## config.mk

```make
export PLATFORM = sky130hd
export DESIGN_NAME = telemetry_top
export DESIGN_NICKNAME = d
export VERILOG_FILES = /design/src/common/telemetry_pkg.sv /design/src/hex_dump/hex_dump.sv /design/src/source/change_logger.sv /design/src/source/sram_arbiter.sv /design/src/source/telemetry_sram.sv /design/src/source/telemetry_top.sv /design/src/source/uart_tx.sv
export VERILOG_INCLUDE_DIRS = /design/src /design/src/common
export SDC_FILE = /design/constraint.sdc
export NUM_CORES = 1
export LEC_CHECK = 0
export BUFFER_PORTS_ARGS = -buffer_cell sky130_fd_sc_hd__buf_4
export CAP_MARGIN = 20
export CORE_ASPECT_RATIO = 1.75
export CORE_UTILIZATION = 44
export DETAILED_ROUTE_END_ITERATION = 10
export PLACE_DENSITY = 0.57
export SLEW_MARGIN = 20
export SYNTH_ARGS = -nofsm -noshare
export SYNTH_HDL_FRONTEND = slang
export SYNTH_SLANG_ARGS = --single-unit
```

## constraint.sdc

```tcl
create_clock -name clock -period 7.7 [get_ports clock]
set_input_delay 0.77 -clock clock [delete_from_list [all_inputs] [get_ports clock]]
set_output_delay 0.77 -clock clock [all_outputs]
set_load 0.05 [all_outputs]
```

## src/common/telemetry_settings.svh

```systemverilog
`ifndef TELEMETRY_SETTINGS_SVH
`define TELEMETRY_SETTINGS_SVH

// Telemetry SRAM geometry
`define TELE_DEPTH 16
`define TELE_ADDR_W 4

// Field widths of one stored word
`define TELE_SIG_W 20
`define TELE_IGN_W 12

// UART bit period in clock cycles
// Hardware at 60 MHz and 230400 baud would need about 260
`define TELE_CLKS_PER_BIT 8

`endif

```

## src/common/telemetry_pkg.sv

```systemverilog
`default_nettype none

`include "telemetry_settings.svh"

package telemetry_pkg;

    typedef logic [`TELE_SIG_W-1:0] tele_sig_t;     // Protocol status vector
    typedef logic [`TELE_IGN_W-1:0] tele_ign_t;     // Frame number and CRC error bit
    typedef logic [`TELE_SIG_W+`TELE_IGN_W-1:0] tele_word_t;
    typedef logic [`TELE_ADDR_W-1:0] tele_addr_t;
    typedef logic [`TELE_ADDR_W:0] tele_level_t;    // Extra bit so a full SRAM fits
    typedef logic [7:0] tele_char_t;

    typedef enum logic [2:0] {
        DUMP_IDLE,
        DUMP_REQ,
        DUMP_WAIT,
        DUMP_NIBBLE,
        DUMP_NEWLINE
    } dump_state_t;

    typedef enum logic [1:0] {
        UART_IDLE,
        UART_START,
        UART_DATA,
        UART_STOP
    } uart_state_t;

endpackage

`default_nettype wire

```

## src/hex_dump/hex_dump.sv

```systemverilog
`timescale 1ns/1ps
`default_nettype none

module hex_dump
    import telemetry_pkg::*;
(
    input  wire logic        clock,
    input  wire logic        arst_n_i,
    input  wire logic        start_dump_i,
    input  wire tele_level_t wr_ptr_i,
    output logic             rd_req_o,
    output tele_addr_t       rd_addr_o,
    input  wire logic        rd_gnt_i,
    input  wire tele_word_t  rd_data_i,
    output tele_level_t      rd_ptr_o,
    output logic             is_dumping_o,
    output logic             char_valid_o,
    output tele_char_t       char_data_o,
    input  wire logic        char_ready_i
);

    localparam int WORD_W = $bits(tele_word_t);
    localparam tele_char_t NEWLINE = 8'h0A;

    dump_state_t state_q;
    tele_level_t rd_ptr_q;
    tele_level_t end_ptr_q;     // Write pointer captured at the start pulse
    tele_word_t  word_q;
    logic [2:0]  nib_cnt_q;
    logic        drained;
    logic        char_fire;

    function automatic tele_char_t hex_char(input logic [3:0] nib);
        if (nib < 4'd10) begin
            return 8'h30 + {4'h0, nib};     // '0' to '9'
        end
        return 8'h37 + {4'h0, nib};         // 'A' to 'F'
    endfunction

    assign drained   = rd_ptr_q == end_ptr_q;
    assign char_fire = char_valid_o && char_ready_i;

    always_ff @(posedge clock or negedge arst_n_i) begin
        if (!arst_n_i) begin
            state_q   <= DUMP_IDLE;
            rd_ptr_q  <= '0;
            end_ptr_q <= '0;
            nib_cnt_q <= '0;
        end else begin
            case (state_q)
                DUMP_IDLE: begin
                    if (start_dump_i) begin
                        end_ptr_q <= wr_ptr_i;
                        state_q   <= DUMP_REQ;
                    end
                end
                DUMP_REQ: begin
                    if (drained) begin
                        state_q <= DUMP_IDLE;   // Nothing was stored
                    end else if (rd_gnt_i) begin
                        state_q <= DUMP_WAIT;
                    end
                end
                DUMP_WAIT: begin
                    rd_ptr_q  <= rd_ptr_q + tele_level_t'(1);  // Slot is free once copied
                    nib_cnt_q <= '0;
                    state_q   <= DUMP_NIBBLE;
                end
                DUMP_NIBBLE: begin
                    if (char_fire) begin
                        nib_cnt_q <= nib_cnt_q + 3'd1;
                        if (nib_cnt_q == 3'd7) begin
                            state_q <= DUMP_NEWLINE;
                        end
                    end
                end
                DUMP_NEWLINE: begin
                    if (char_fire) begin
                        state_q <= drained ? DUMP_IDLE : DUMP_REQ;
                    end
                end
                default: state_q <= DUMP_IDLE;
            endcase
        end
    end

    // Word buffer, most significant nibble goes out first
    always_ff @(posedge clock) begin
        if (state_q == DUMP_WAIT) begin
            word_q <= rd_data_i;
        end else if (state_q == DUMP_NIBBLE && char_fire) begin
            word_q <= word_q << 4;
        end
    end

    assign rd_req_o  = (state_q == DUMP_REQ) && !drained;
    assign rd_addr_o = rd_ptr_q[$bits(tele_addr_t)-1:0];
    assign rd_ptr_o  = rd_ptr_q;

    assign is_dumping_o = state_q != DUMP_IDLE;
    assign char_valid_o = (state_q == DUMP_NIBBLE) || (state_q == DUMP_NEWLINE);
    assign char_data_o  = (state_q == DUMP_NEWLINE) ? NEWLINE : hex_char(word_q[WORD_W-1 -: 4]);

endmodule

`default_nettype wire

```

## src/source/change_logger.sv

```systemverilog
`timescale 1ns/1ps
`default_nettype none

`include "telemetry_settings.svh"

module change_logger
    import telemetry_pkg::*;
(
    input  wire logic        clock,
    input  wire logic        arst_n_i,
    input  wire logic        enable_i,
    input  wire tele_sig_t   change_i,
    input  wire tele_ign_t   ignore_i,
    input  wire tele_level_t rd_ptr_i,
    output logic             wr_req_o,
    output tele_addr_t       wr_addr_o,
    output tele_word_t       wr_data_o,
    output tele_level_t      wr_ptr_o,
    output tele_level_t      level_o,
    output logic             overflow_o
);

    tele_sig_t   prev_sig_q;
    logic        prev_en_q;
    tele_level_t alloc_ptr_q;   // Runs one word ahead of wr_ptr while a write is pending
    tele_level_t wr_ptr_q;
    logic        trigger;
    logic        full;

    // A status change or the first enabled cycle records a word
    assign trigger = enable_i && (!prev_en_q || (change_i != prev_sig_q));
    assign full    = (alloc_ptr_q - rd_ptr_i) == tele_level_t'(`TELE_DEPTH);

    always_ff @(posedge clock or negedge arst_n_i) begin
        if (!arst_n_i) begin
            prev_sig_q  <= '0;
            prev_en_q   <= 1'b0;
            alloc_ptr_q <= '0;
            wr_ptr_q    <= '0;
            wr_req_o    <= 1'b0;
            overflow_o  <= 1'b0;
        end else begin
            prev_sig_q <= change_i;
            prev_en_q  <= enable_i;
            wr_req_o   <= trigger && !full;

            if (trigger && !full) begin
                alloc_ptr_q <= alloc_ptr_q + tele_level_t'(1);
            end
            if (trigger && full) begin
                overflow_o <= 1'b1;     // Sticky until reset
            end
            if (wr_req_o) begin
                wr_ptr_q <= wr_ptr_q + tele_level_t'(1);  // Writes are never stalled
            end
        end
    end

    always_ff @(posedge clock) begin
        if (trigger && !full) begin
            wr_addr_o <= alloc_ptr_q[`TELE_ADDR_W-1:0];
            wr_data_o <= {change_i, ignore_i};
        end
    end

    assign wr_ptr_o = wr_ptr_q;
    assign level_o  = wr_ptr_q - rd_ptr_i;

    // The dumper must never read past what has been written
    level_bound_a: assert property (
        @(posedge clock) disable iff (!arst_n_i)
        level_o <= tele_level_t'(`TELE_DEPTH)
    ) else $error("level_o above SRAM depth");

endmodule

`default_nettype wire

```

## src/source/sram_arbiter.sv

```systemverilog
`timescale 1ns/1ps
`default_nettype none

module sram_arbiter
    import telemetry_pkg::*;
(
    input  wire logic       clock,
    input  wire logic       arst_n_i,
    input  wire logic       wr_req_i,
    input  wire tele_addr_t wr_addr_i,
    input  wire tele_word_t wr_data_i,
    output logic            wr_gnt_o,
    input  wire logic       rd_req_i,
    input  wire tele_addr_t rd_addr_i,
    output logic            rd_gnt_o,
    output logic            mem_en_o,
    output logic            mem_we_o,
    output tele_addr_t      mem_addr_o,
    output tele_word_t      mem_wdata_o
);

    logic [2:0] starve_cnt_q;   // Cycles a read has waited behind writes

    // Fixed priority with the logger first
    assign wr_gnt_o = wr_req_i;
    assign rd_gnt_o = rd_req_i && !wr_req_i;

    assign mem_en_o    = wr_gnt_o || rd_gnt_o;
    assign mem_we_o    = wr_gnt_o;
    assign mem_addr_o  = wr_gnt_o ? wr_addr_i : rd_addr_i;
    assign mem_wdata_o = wr_data_i;

    always_ff @(posedge clock or negedge arst_n_i) begin
        if (!arst_n_i) begin
            starve_cnt_q <= '0;
        end else if (rd_req_i && !rd_gnt_o) begin
            if (starve_cnt_q != 3'b111) begin
                starve_cnt_q <= starve_cnt_q + 3'd1;   // Saturates
            end
        end else begin
            starve_cnt_q <= '0;
        end
    end

    one_grant_a: assert property (
        @(posedge clock) disable iff (!arst_n_i)
        !(wr_gnt_o && rd_gnt_o)
    ) else $error("both SRAM grants high");

    // A waiting read must still be held once the writer goes quiet
    starved_read_a: assert property (
        @(posedge clock) disable iff (!arst_n_i)
        (starve_cnt_q != 3'd0 && !wr_req_i) |-> ##[0:2] rd_gnt_o
    ) else $error("held read not granted after writer idle");

endmodule

`default_nettype wire

```

## src/source/telemetry_sram.sv

```systemverilog
`timescale 1ns/1ps
`default_nettype none

`include "telemetry_settings.svh"

module telemetry_sram
    import telemetry_pkg::*;
(
    input  wire logic       clock,
    input  wire logic       en_i,
    input  wire logic       we_i,
    input  wire tele_addr_t addr_i,
    input  wire tele_word_t wdata_i,
    output tele_word_t      rdata_o
);

    tele_word_t mem_q [0:`TELE_DEPTH-1];

    // Single port, read data registered for one cycle of latency
    always_ff @(posedge clock) begin
        if (en_i) begin
            if (we_i) begin
                mem_q[addr_i] <= wdata_i;
            end else begin
                rdata_o <= mem_q[addr_i];
            end
        end
    end

endmodule

`default_nettype wire

```

## src/source/telemetry_top.sv

```systemverilog
`timescale 1ns/1ps
`default_nettype none

module telemetry_top
    import telemetry_pkg::*;
(
    input  wire logic       clock,
    input  wire logic       arst_n_i,
    input  wire logic       enable_i,
    input  wire tele_sig_t  change_i,
    input  wire tele_ign_t  ignore_i,
    input  wire logic       start_dump_i,
    output logic            is_dumping_o,
    output tele_level_t     level_o,
    output logic            overflow_o,
    output logic            uart_tx_o
);

    logic        wr_req;
    tele_addr_t  wr_addr;
    tele_word_t  wr_data;
    logic        rd_req;
    logic        rd_gnt;
    tele_addr_t  rd_addr;
    tele_word_t  rd_data;
    logic        mem_en;
    logic        mem_we;
    tele_addr_t  mem_addr;
    tele_word_t  mem_wdata;
    tele_level_t wr_ptr;
    tele_level_t rd_ptr;
    logic        char_valid;
    logic        char_ready;
    tele_char_t  char_data;

    change_logger logger_i (
        .clock      (clock),
        .arst_n_i   (arst_n_i),
        .enable_i   (enable_i),
        .change_i   (change_i),
        .ignore_i   (ignore_i),
        .rd_ptr_i   (rd_ptr),
        .wr_req_o   (wr_req),
        .wr_addr_o  (wr_addr),
        .wr_data_o  (wr_data),
        .wr_ptr_o   (wr_ptr),
        .level_o    (level_o),
        .overflow_o (overflow_o)
    );

    sram_arbiter arbiter_i (
        .clock       (clock),
        .arst_n_i    (arst_n_i),
        .wr_req_i    (wr_req),
        .wr_addr_i   (wr_addr),
        .wr_data_i   (wr_data),
        .wr_gnt_o    (),            // Logger writes are always granted
        .rd_req_i    (rd_req),
        .rd_addr_i   (rd_addr),
        .rd_gnt_o    (rd_gnt),
        .mem_en_o    (mem_en),
        .mem_we_o    (mem_we),
        .mem_addr_o  (mem_addr),
        .mem_wdata_o (mem_wdata)
    );

    telemetry_sram sram_i (
        .clock   (clock),
        .en_i    (mem_en),
        .we_i    (mem_we),
        .addr_i  (mem_addr),
        .wdata_i (mem_wdata),
        .rdata_o (rd_data)
    );

    hex_dump dumper_i (
        .clock        (clock),
        .arst_n_i     (arst_n_i),
        .start_dump_i (start_dump_i),
        .wr_ptr_i     (wr_ptr),
        .rd_req_o     (rd_req),
        .rd_addr_o    (rd_addr),
        .rd_gnt_i     (rd_gnt),
        .rd_data_i    (rd_data),
        .rd_ptr_o     (rd_ptr),
        .is_dumping_o (is_dumping_o),
        .char_valid_o (char_valid),
        .char_data_o  (char_data),
        .char_ready_i (char_ready)
    );

    uart_tx uart_i (
        .clock        (clock),
        .arst_n_i     (arst_n_i),
        .char_valid_i (char_valid),
        .char_data_i  (char_data),
        .char_ready_o (char_ready),
        .tx_o         (uart_tx_o)
    );

endmodule

`default_nettype wire

```

## src/source/uart_tx.sv

```systemverilog
`timescale 1ns/1ps
`default_nettype none

`include "telemetry_settings.svh"

module uart_tx
    import telemetry_pkg::*;
(
    input  wire logic       clock,
    input  wire logic       arst_n_i,
    input  wire logic       char_valid_i,
    input  wire tele_char_t char_data_i,
    output logic            char_ready_o,
    output logic            tx_o
);

    localparam int CNT_W = $clog2(`TELE_CLKS_PER_BIT);
    localparam logic [CNT_W-1:0] CNT_LAST = CNT_W'(`TELE_CLKS_PER_BIT - 1);

    uart_state_t      state_q;
    logic [CNT_W-1:0] baud_cnt_q;
    logic [2:0]       bit_idx_q;
    tele_char_t       shift_q;
    logic             tx_q;
    logic             bit_end;

    assign bit_end      = baud_cnt_q == CNT_LAST;
    assign char_ready_o = state_q == UART_IDLE;   // Low means busy
    assign tx_o         = tx_q;

    always_ff @(posedge clock or negedge arst_n_i) begin
        if (!arst_n_i) begin
            state_q   <= UART_IDLE;
            bit_idx_q <= '0;
            tx_q      <= 1'b1;
        end else begin
            case (state_q)
                UART_IDLE: begin
                    if (char_valid_i) begin
                        state_q <= UART_START;
                        tx_q    <= 1'b0;        // Start bit
                    end
                end
                UART_START: begin
                    if (bit_end) begin
                        state_q   <= UART_DATA;
                        bit_idx_q <= '0;
                        tx_q      <= shift_q[0];
                    end
                end
                UART_DATA: begin
                    if (bit_end) begin
                        if (bit_idx_q == 3'd7) begin
                            state_q <= UART_STOP;
                            tx_q    <= 1'b1;
                        end else begin
                            bit_idx_q <= bit_idx_q + 3'd1;
                            tx_q      <= shift_q[1];    // LSB first
                        end
                    end
                end
                UART_STOP: begin
                    if (bit_end) begin
                        state_q <= UART_IDLE;
                    end
                end
                default: state_q <= UART_IDLE;
            endcase
        end
    end

    always_ff @(posedge clock or negedge arst_n_i) begin
        if (!arst_n_i) begin
            baud_cnt_q <= '0;
        end else if (state_q == UART_IDLE || bit_end) begin
            baud_cnt_q <= '0;
        end else begin
            baud_cnt_q <= baud_cnt_q + CNT_W'(1);
        end
    end

    always_ff @(posedge clock) begin
        if (char_ready_o && char_valid_i) begin
            shift_q <= char_data_i;
        end else if (state_q == UART_DATA && bit_end) begin
            shift_q <= shift_q >> 1;
        end
    end

    idle_line_a: assert property (
        @(posedge clock) disable iff (!arst_n_i)
        state_q == UART_IDLE |-> tx_o
    ) else $error("serial line low while idle");

endmodule

`default_nettype wire

```

; ---- Word-level counts from Yosys, hierarchy flattened
; Memories as Yosys holds them, arrays and structs flattened. A register that Yosys moved wholly into a read port is not among the register bits.
; Cells that the tools add are included.
[classes]
add_sub_neg = 10
n_mul = 0
div_mod_pow = 0
order_cmp = 1
eq_ne = 24
shifts = 0
n_mux = 38
n_bitwise = 1
reduce_logical = 31
[op_table]
columns = cell, n
row1 = $mux W32, 2
row2 = $mux W8, 5
row3 = $mux W3, 11
row4 = $ne A20 B20 Y1, 1
row5 = $ne A2 B1 Y1 const B, 8
row6 = $add A5 B1 Y5 const B, 3
row7 = $pmux W3 S5, 1
row8 = $add A6 B4 Y7 const A, 2
row9 = $eq A3 B3 Y1 const B, 4
row10 = $pmux W3 S2, 2
row11 = $mux W2, 5
row12 = $reduce_and A5 Y1, 2
row13 = $sub A5 B5 Y5, 2
row14 = $add A3 B1 Y3 const B, 3
row15 = $mux W1, 9
row16 = $logic_and A1 B1 Y1, 8
row17 = $pmux W2 S4, 1
row18 = $reduce_and A4 Y1, 2
row19 = $reduce_bool A2 Y1, 4
row20 = $eq A3 B2 Y1 const B, 2
row21 = $reduce_and A2 Y1, 3
row22 = $reduce_bool A3 Y1, 2
row23 = $eq A5 B5 Y1, 1
row24 = $eq A5 B5 Y1 const B, 1
row25 = 13 further kinds, 21
[totals]
regBits = 134
latch_bits = 0
mem_bits_rw = 512
rom_bits = 0
in_bits = 36
out_inout_bits = 8
wordCells = 124
mem_count = 1
[memory_table]
columns = name, words, width, rd, rd_ports_with_merged_regs, write_ports, line
row1 = sram_i.mem_q, 16, 32, 1, 1, 1, telemetry_sram.sv:17  ; tele_word_t mem_q [0:`TELE_DEPTH-1];

; ---- Depth between registers and ports, before layout
[depth]
depth_word = 7
mapped_depth = 9
depth_no_buf = 8

; ---- Hierarchy
; Synthesis repeated with hierarchy kept, for this count alone.
[unflattened]
cells_unflattened = 1289
hier_area_um2 = 26429.1
[by_module_without_submodules]
columns = module, instances, cells_each, area_each_um2
row1 = telemetry_sram, 1, 844, 20216.9
row2 = change_logger, 1, 157, 2618.8
row3 = hex_dump, 1, 175, 2351.0
row4 = uart_tx, 1, 73, 927.1
row5 = sram_arbiter, 1, 40, 315.3

; ---- Least setup slack after synthesis
; No wires, ideal clock.
[synth_path]
kind = register to register
startpoint = register dumper_i.rd_ptr_q[2], in the netlist dumper_i.rd_ptr_o[2]
endpoint = register sram_i.rdata_o[0], read port of sram_i.mem_q, enable pin
setup_time_ns = 0.461
arrival_ns = 3.180
path_slack_ns = 4.059
stages_incl_launch_ff = 6
path_cell_list = dfrtp_1 -> clkbuf_1 -> xnor2_1 -> a31oi_1 -> nand2_1 -> nor3_1
[synth_via]
elab_chain_cells = 6
word_cells_on_any_way = 7
classes_between = 1 x eq/ne / 1 x mux / 5 x reduce/logical
[synth_lines]
columns = item, line
row1 = "start, declared", hex_dump.sv:26  ; tele_level_t rd_ptr_q;
row2 = "start signal, assigned", hex_dump.sv:65  ; rd_ptr_q <= rd_ptr_q + tele_level_t'(1);
row3 = $eq A5 B5 Y1, hex_dump.sv:40  ; assign drained = rd_ptr_q == end_ptr_q;
row4 = $logic_not A1 Y1, hex_dump.sv:96  ; assign rd_req_o = (state_q == DUMP_REQ) && !drained;
row5 = $logic_and A1 B1 Y1, hex_dump.sv:96
row6 = $logic_and A1 B1 Y1, sram_arbiter.sv:26  ; assign rd_gnt_o = rd_req_i && !wr_req_i;
row7 = $logic_or A1 B1 Y1, sram_arbiter.sv:28  ; assign mem_en_o = wr_gnt_o || rd_gnt_o;
row8 = $reduce_and A2 Y1 (no line), n/a
row9 = "end, declared", telemetry_sram.sv:14  ; output tele_word_t rdata_o
; Several ways; a longest one is shown, not always the timed one.
; A chain may end at the register's enable or synchronous reset.

; ---- Worst setup path in the final report
[layout_path]
startpoint = register logger_i.wr_req_o
endpoint = register sram_i.rdata_o[20], read port of sram_i.mem_q, data pin
[layout_via]
elab_chain_cells = 4
word_cells_on_any_way = 6
classes_between = 1 x mux / 1 x bitwise / 4 x reduce/logical
[layout_lines]
columns = item, line
row1 = "start, declared", change_logger.sv:15  ; output logic wr_req_o,
row2 = "start signal, assigned", change_logger.sv:45  ; wr_req_o <= trigger && !full;
row3 = $logic_not A1 Y1, sram_arbiter.sv:26
row4 = $logic_and A1 B1 Y1, sram_arbiter.sv:26
row5 = $logic_or A1 B1 Y1, sram_arbiter.sv:28
row6 = $reduce_and A2 Y1 (no line), n/a
; Several ways; a longest one is shown, not always the timed one.

==> impl_metrics.ini <==
[outcome]
status = complete, no violations

[yosys]
yosysUniqueCellTypes = 49
avgSynthCellArea_sq_um = 20.1
synth-seq-area-share_pct = 76.5
muxShareOfSynthArea_pct = 12.6
synth_nets = 1365
synthCells = 1305
postSynth.asyncResetShare_pct = 8.57
synth-edff-count = 619
synth_compound_area_share_pct = 3.11
yosys.area_share.simple_pct = 3.45
synth_ff_type = edfxtp_1
ys_warn_count = 0
netlist_area_sq_um = 26200
synth_fa_ha_area_share_pct = 1.18
ys_seq_elements = 677
synth_xor_area_share_pct = 1.56
synth_top_family_by_area = multiplexers

[routing]
wl_mm = 58.8
route.detailed.drc = 0
viasPerCell = 5.69
drtPass1Iterations = 5
wl_per_cell_um = 26.7
postRouteAntennaNets = 0
num_vias = 12600
drt-initial-drc-count = 1000

[global_route]
track_usage_pct = 19.8
grt_overflow = 0
grt_pass1_wl_mm = 86.9
antenna_found_initial = 1
grt_max_degree = 129
grt_pass1_vias = 13300

[timing]
slew_headroom_pct = 28.7
slew_violations = 0
worst_slew_pin_slew_ps = 1060
fin_worst_skew_ps = 19.0
fin_crit_sh_pct = 49.0
tns_ps = 0
setup_violations = 0
period_needed_ps = 3770
hold_viol = 0
fmax_mhz = 265
rsz0062_at_grt = false

[power]
total_power_mw = 8.84
clkPwrFrac_pct = 34.2
sw_frac_of_total_pct = 25.6
switching_power_mw = 2.26
p_seq_share_pct = 50.9
irDropWorstVdd_uv = 310
p_leak_nw = 9.52
intPower_mw = 6.58
combPwrFrac_pct = 14.9
p_per_area_nw_per_um2 = 299

[final_layout]
layout_common_cells = edfxtp_1, mux4_2, nand2_1, buf_4, clkbuf_16
syn_to_final_growth_pct = 12.8
final_common_cell = edfxtp_1
final_net_count = 1436
antenna_cells = 0
drive_above_1_share_pct = 24.6

[clocking]
cts_buffer_depth = 3
htree_levels = 2
cts_made_buffers = 59
cts-hold-fix-buffers = 0
post_cts_buffers = 0
clk_latency_ps = 620
clk_pin_slew_ps = 70
clock-root-buffer = clkbuf_16
cts_resized = 0
cts_tree = yes
clock_sinks = 677

[die]
rows = 118
die_h_um = 325
io_pins = 44
die_w_um = 186
core-area_sq_um = 59100
initial_core_util_pct = 44.4
die-area_sq_um = 60600

[worst_setup_path]
critPathCapture = sram_i.rdata_o[20]
r2r_slack_ps = 3930
r2r-start = logger_i.wr_req_o
start_kind = register
cp_data_arrival_time_ps = 4080
r2r_end = sram_i.rdata_o[20]
startpoint = logger_i.wr_req_o
cp_max_fo = 79
required_ps = 8010
endpoint_kind = register
path_class = register to register
rr_worst_depth = 7

[placement]
port_buffers = 43
place_congestion = 0.718
hpwl_mm = 29.4

[flow_run]
maxCapViolations = 0

[worst_hold_path]
min_path_type = primary input to async pin
[how the worst min path moves through the flow]
stage | slack, ps | endpoint | start | cells after the start
2_1_floorplan | 410 | uart_i.baud_cnt_q[0] | uart_i.baud_cnt_q[0] | 1
3_3_place_gp | 430 | uart_i.baud_cnt_q[0] | uart_i.baud_cnt_q[0] | 1
3_5_place_dp | 440 | uart_i.baud_cnt_q[0] | uart_i.baud_cnt_q[0] | 1
4_1_cts | 250 | logger_i.prev_sig_q[14] | change_i[14] | 1
5_1_grt | 260 | logger_i.prev_sig_q[13] | change_i[13] | 1
6_report | 280 | dumper_i.end_ptr_q[4] | arst_n_i | 1
[sequential cells by signal, summed over array words and instances (netlist names)]
name,cells
uart_i.state_q,2
sram_i.rdata_o,32
dumper_i.rd_ptr_o,5
uart_i.tx_o,1
logger_i.wr_data_o,32
logger_i.overflow_o,1
dumper_i.nib_cnt_q,3
logger_i.wr_req_o,1
logger_i.wr_ptr_o,5
logger_i.prev_sig_q,20
dumper_i.state_q,3
logger_i.wr_addr_o,4
uart_i.bit_idx_q,3
dumper_i.word_q,32
dumper_i.end_ptr_q,5
logger_i.prev_en_q,1
sram_i.mem_q,512
uart_i.shift_q,7
logger_i.alloc_ptr_q,5
uart_i.baud_cnt_q,3
[power by group through the flow]
stage	clock network, mW	logic [mW]	registers (mW)
3_5_place_dp	0	1.35	4.58
2_1_floorplan	0	0.959	4.52
4_1_cts	3.09	1.35	4.50
5_1_grt	3.20	1.43	4.53
6_report	3.03	1.32	4.50
3_3_place_gp	0	1.34	4.56
[final cells by class]
cell class / instances / area [sq um]
Inverter: 22 / 82.6
Timing Repair Buffer: 70 / 551
Clock buffer: 82 / 1650
Sequential cell: 677 / 20000
Tap cell: 780 / 976
Fill cell: 4786 / 29500
Multi-Input combinational cell: 546 / 5930
Clock inverter: 29 / 319
[cell usage after synthesis (3+ instances only)]
master	instances	area [sq um]
a22o_1	6	52.6
nand4_1	11	68.8
nor2_1	18	67.6
buf_1	5	18.8
mux4_2	128	2880
and3_1	6	37.5
dfrtp_1	57	1430
inv_1	22	82.6
a21oi_1	15	75.1
a21o_1	4	30.0
a31oi_1	36	225
a211oi_1	33	248
nor3_1	11	55.1
and2_1	32	200
nand2_1	89	334
buf_4	6	45.0
xnor2_1	36	315
mux2i_1	4	40.0
buf_6	7	78.8
nand2b_1	7	43.8
edfxtp_1	619	18600
ha_1	23	288
xor2_1	8	70.1
mux2_2	34	383
o21ai_0	16	80.1
buf_2	15	75.1
clkbuf_1	26	97.6
nand3b_1	3	22.5
[critical path, cell delays in order, from the launching register on]
cell      delay [ps]
dfrtp_1          900
mux2i_4          350
buf_4            460
buf_12           580
mux4_2           580
and2_1           170
a211oi_1         250
a31oi_1           80
[logic make-up after synthesis]
group                    count (synthesis)
multiplexers                           166
AND/OR/NAND/NOR                        188
AO/OA/AOI/OAI                          123
buffers and inverters                   82
adder cells (fa/ha/maj)                 24
flip-flops                             677
XOR/XNOR                                45
[stage by stage]
step / instances / setup WS [ps] / util [%] / instance area, sq um / hold slack [ps]
floorplan: 1305 / 4060 / - / 26200 / 415
global placement: 2095 / 3960 / 46.7 / 27600 / 427
detailed placement: 2095 / 3870 / 46.7 / 27600 / 442
CTS: 2206 / 3850 / 50.0 / 29600 / 246
global route: 2206 / 3650 / 50.0 / 29600 / 259
finish: 2206 / 3930 / 50.0 / 29600 / 275
[layer usage]
metal  track usage [%]  vias up  routed length [um]
met1              24.3     6761               23000
li1                  -     5386                   -
met4              7.24        2                1860
met3              2.56       95                2600
met2              35.8      310               31300
met5                 0        -                  13
Power figures use the tool's default switching activity.
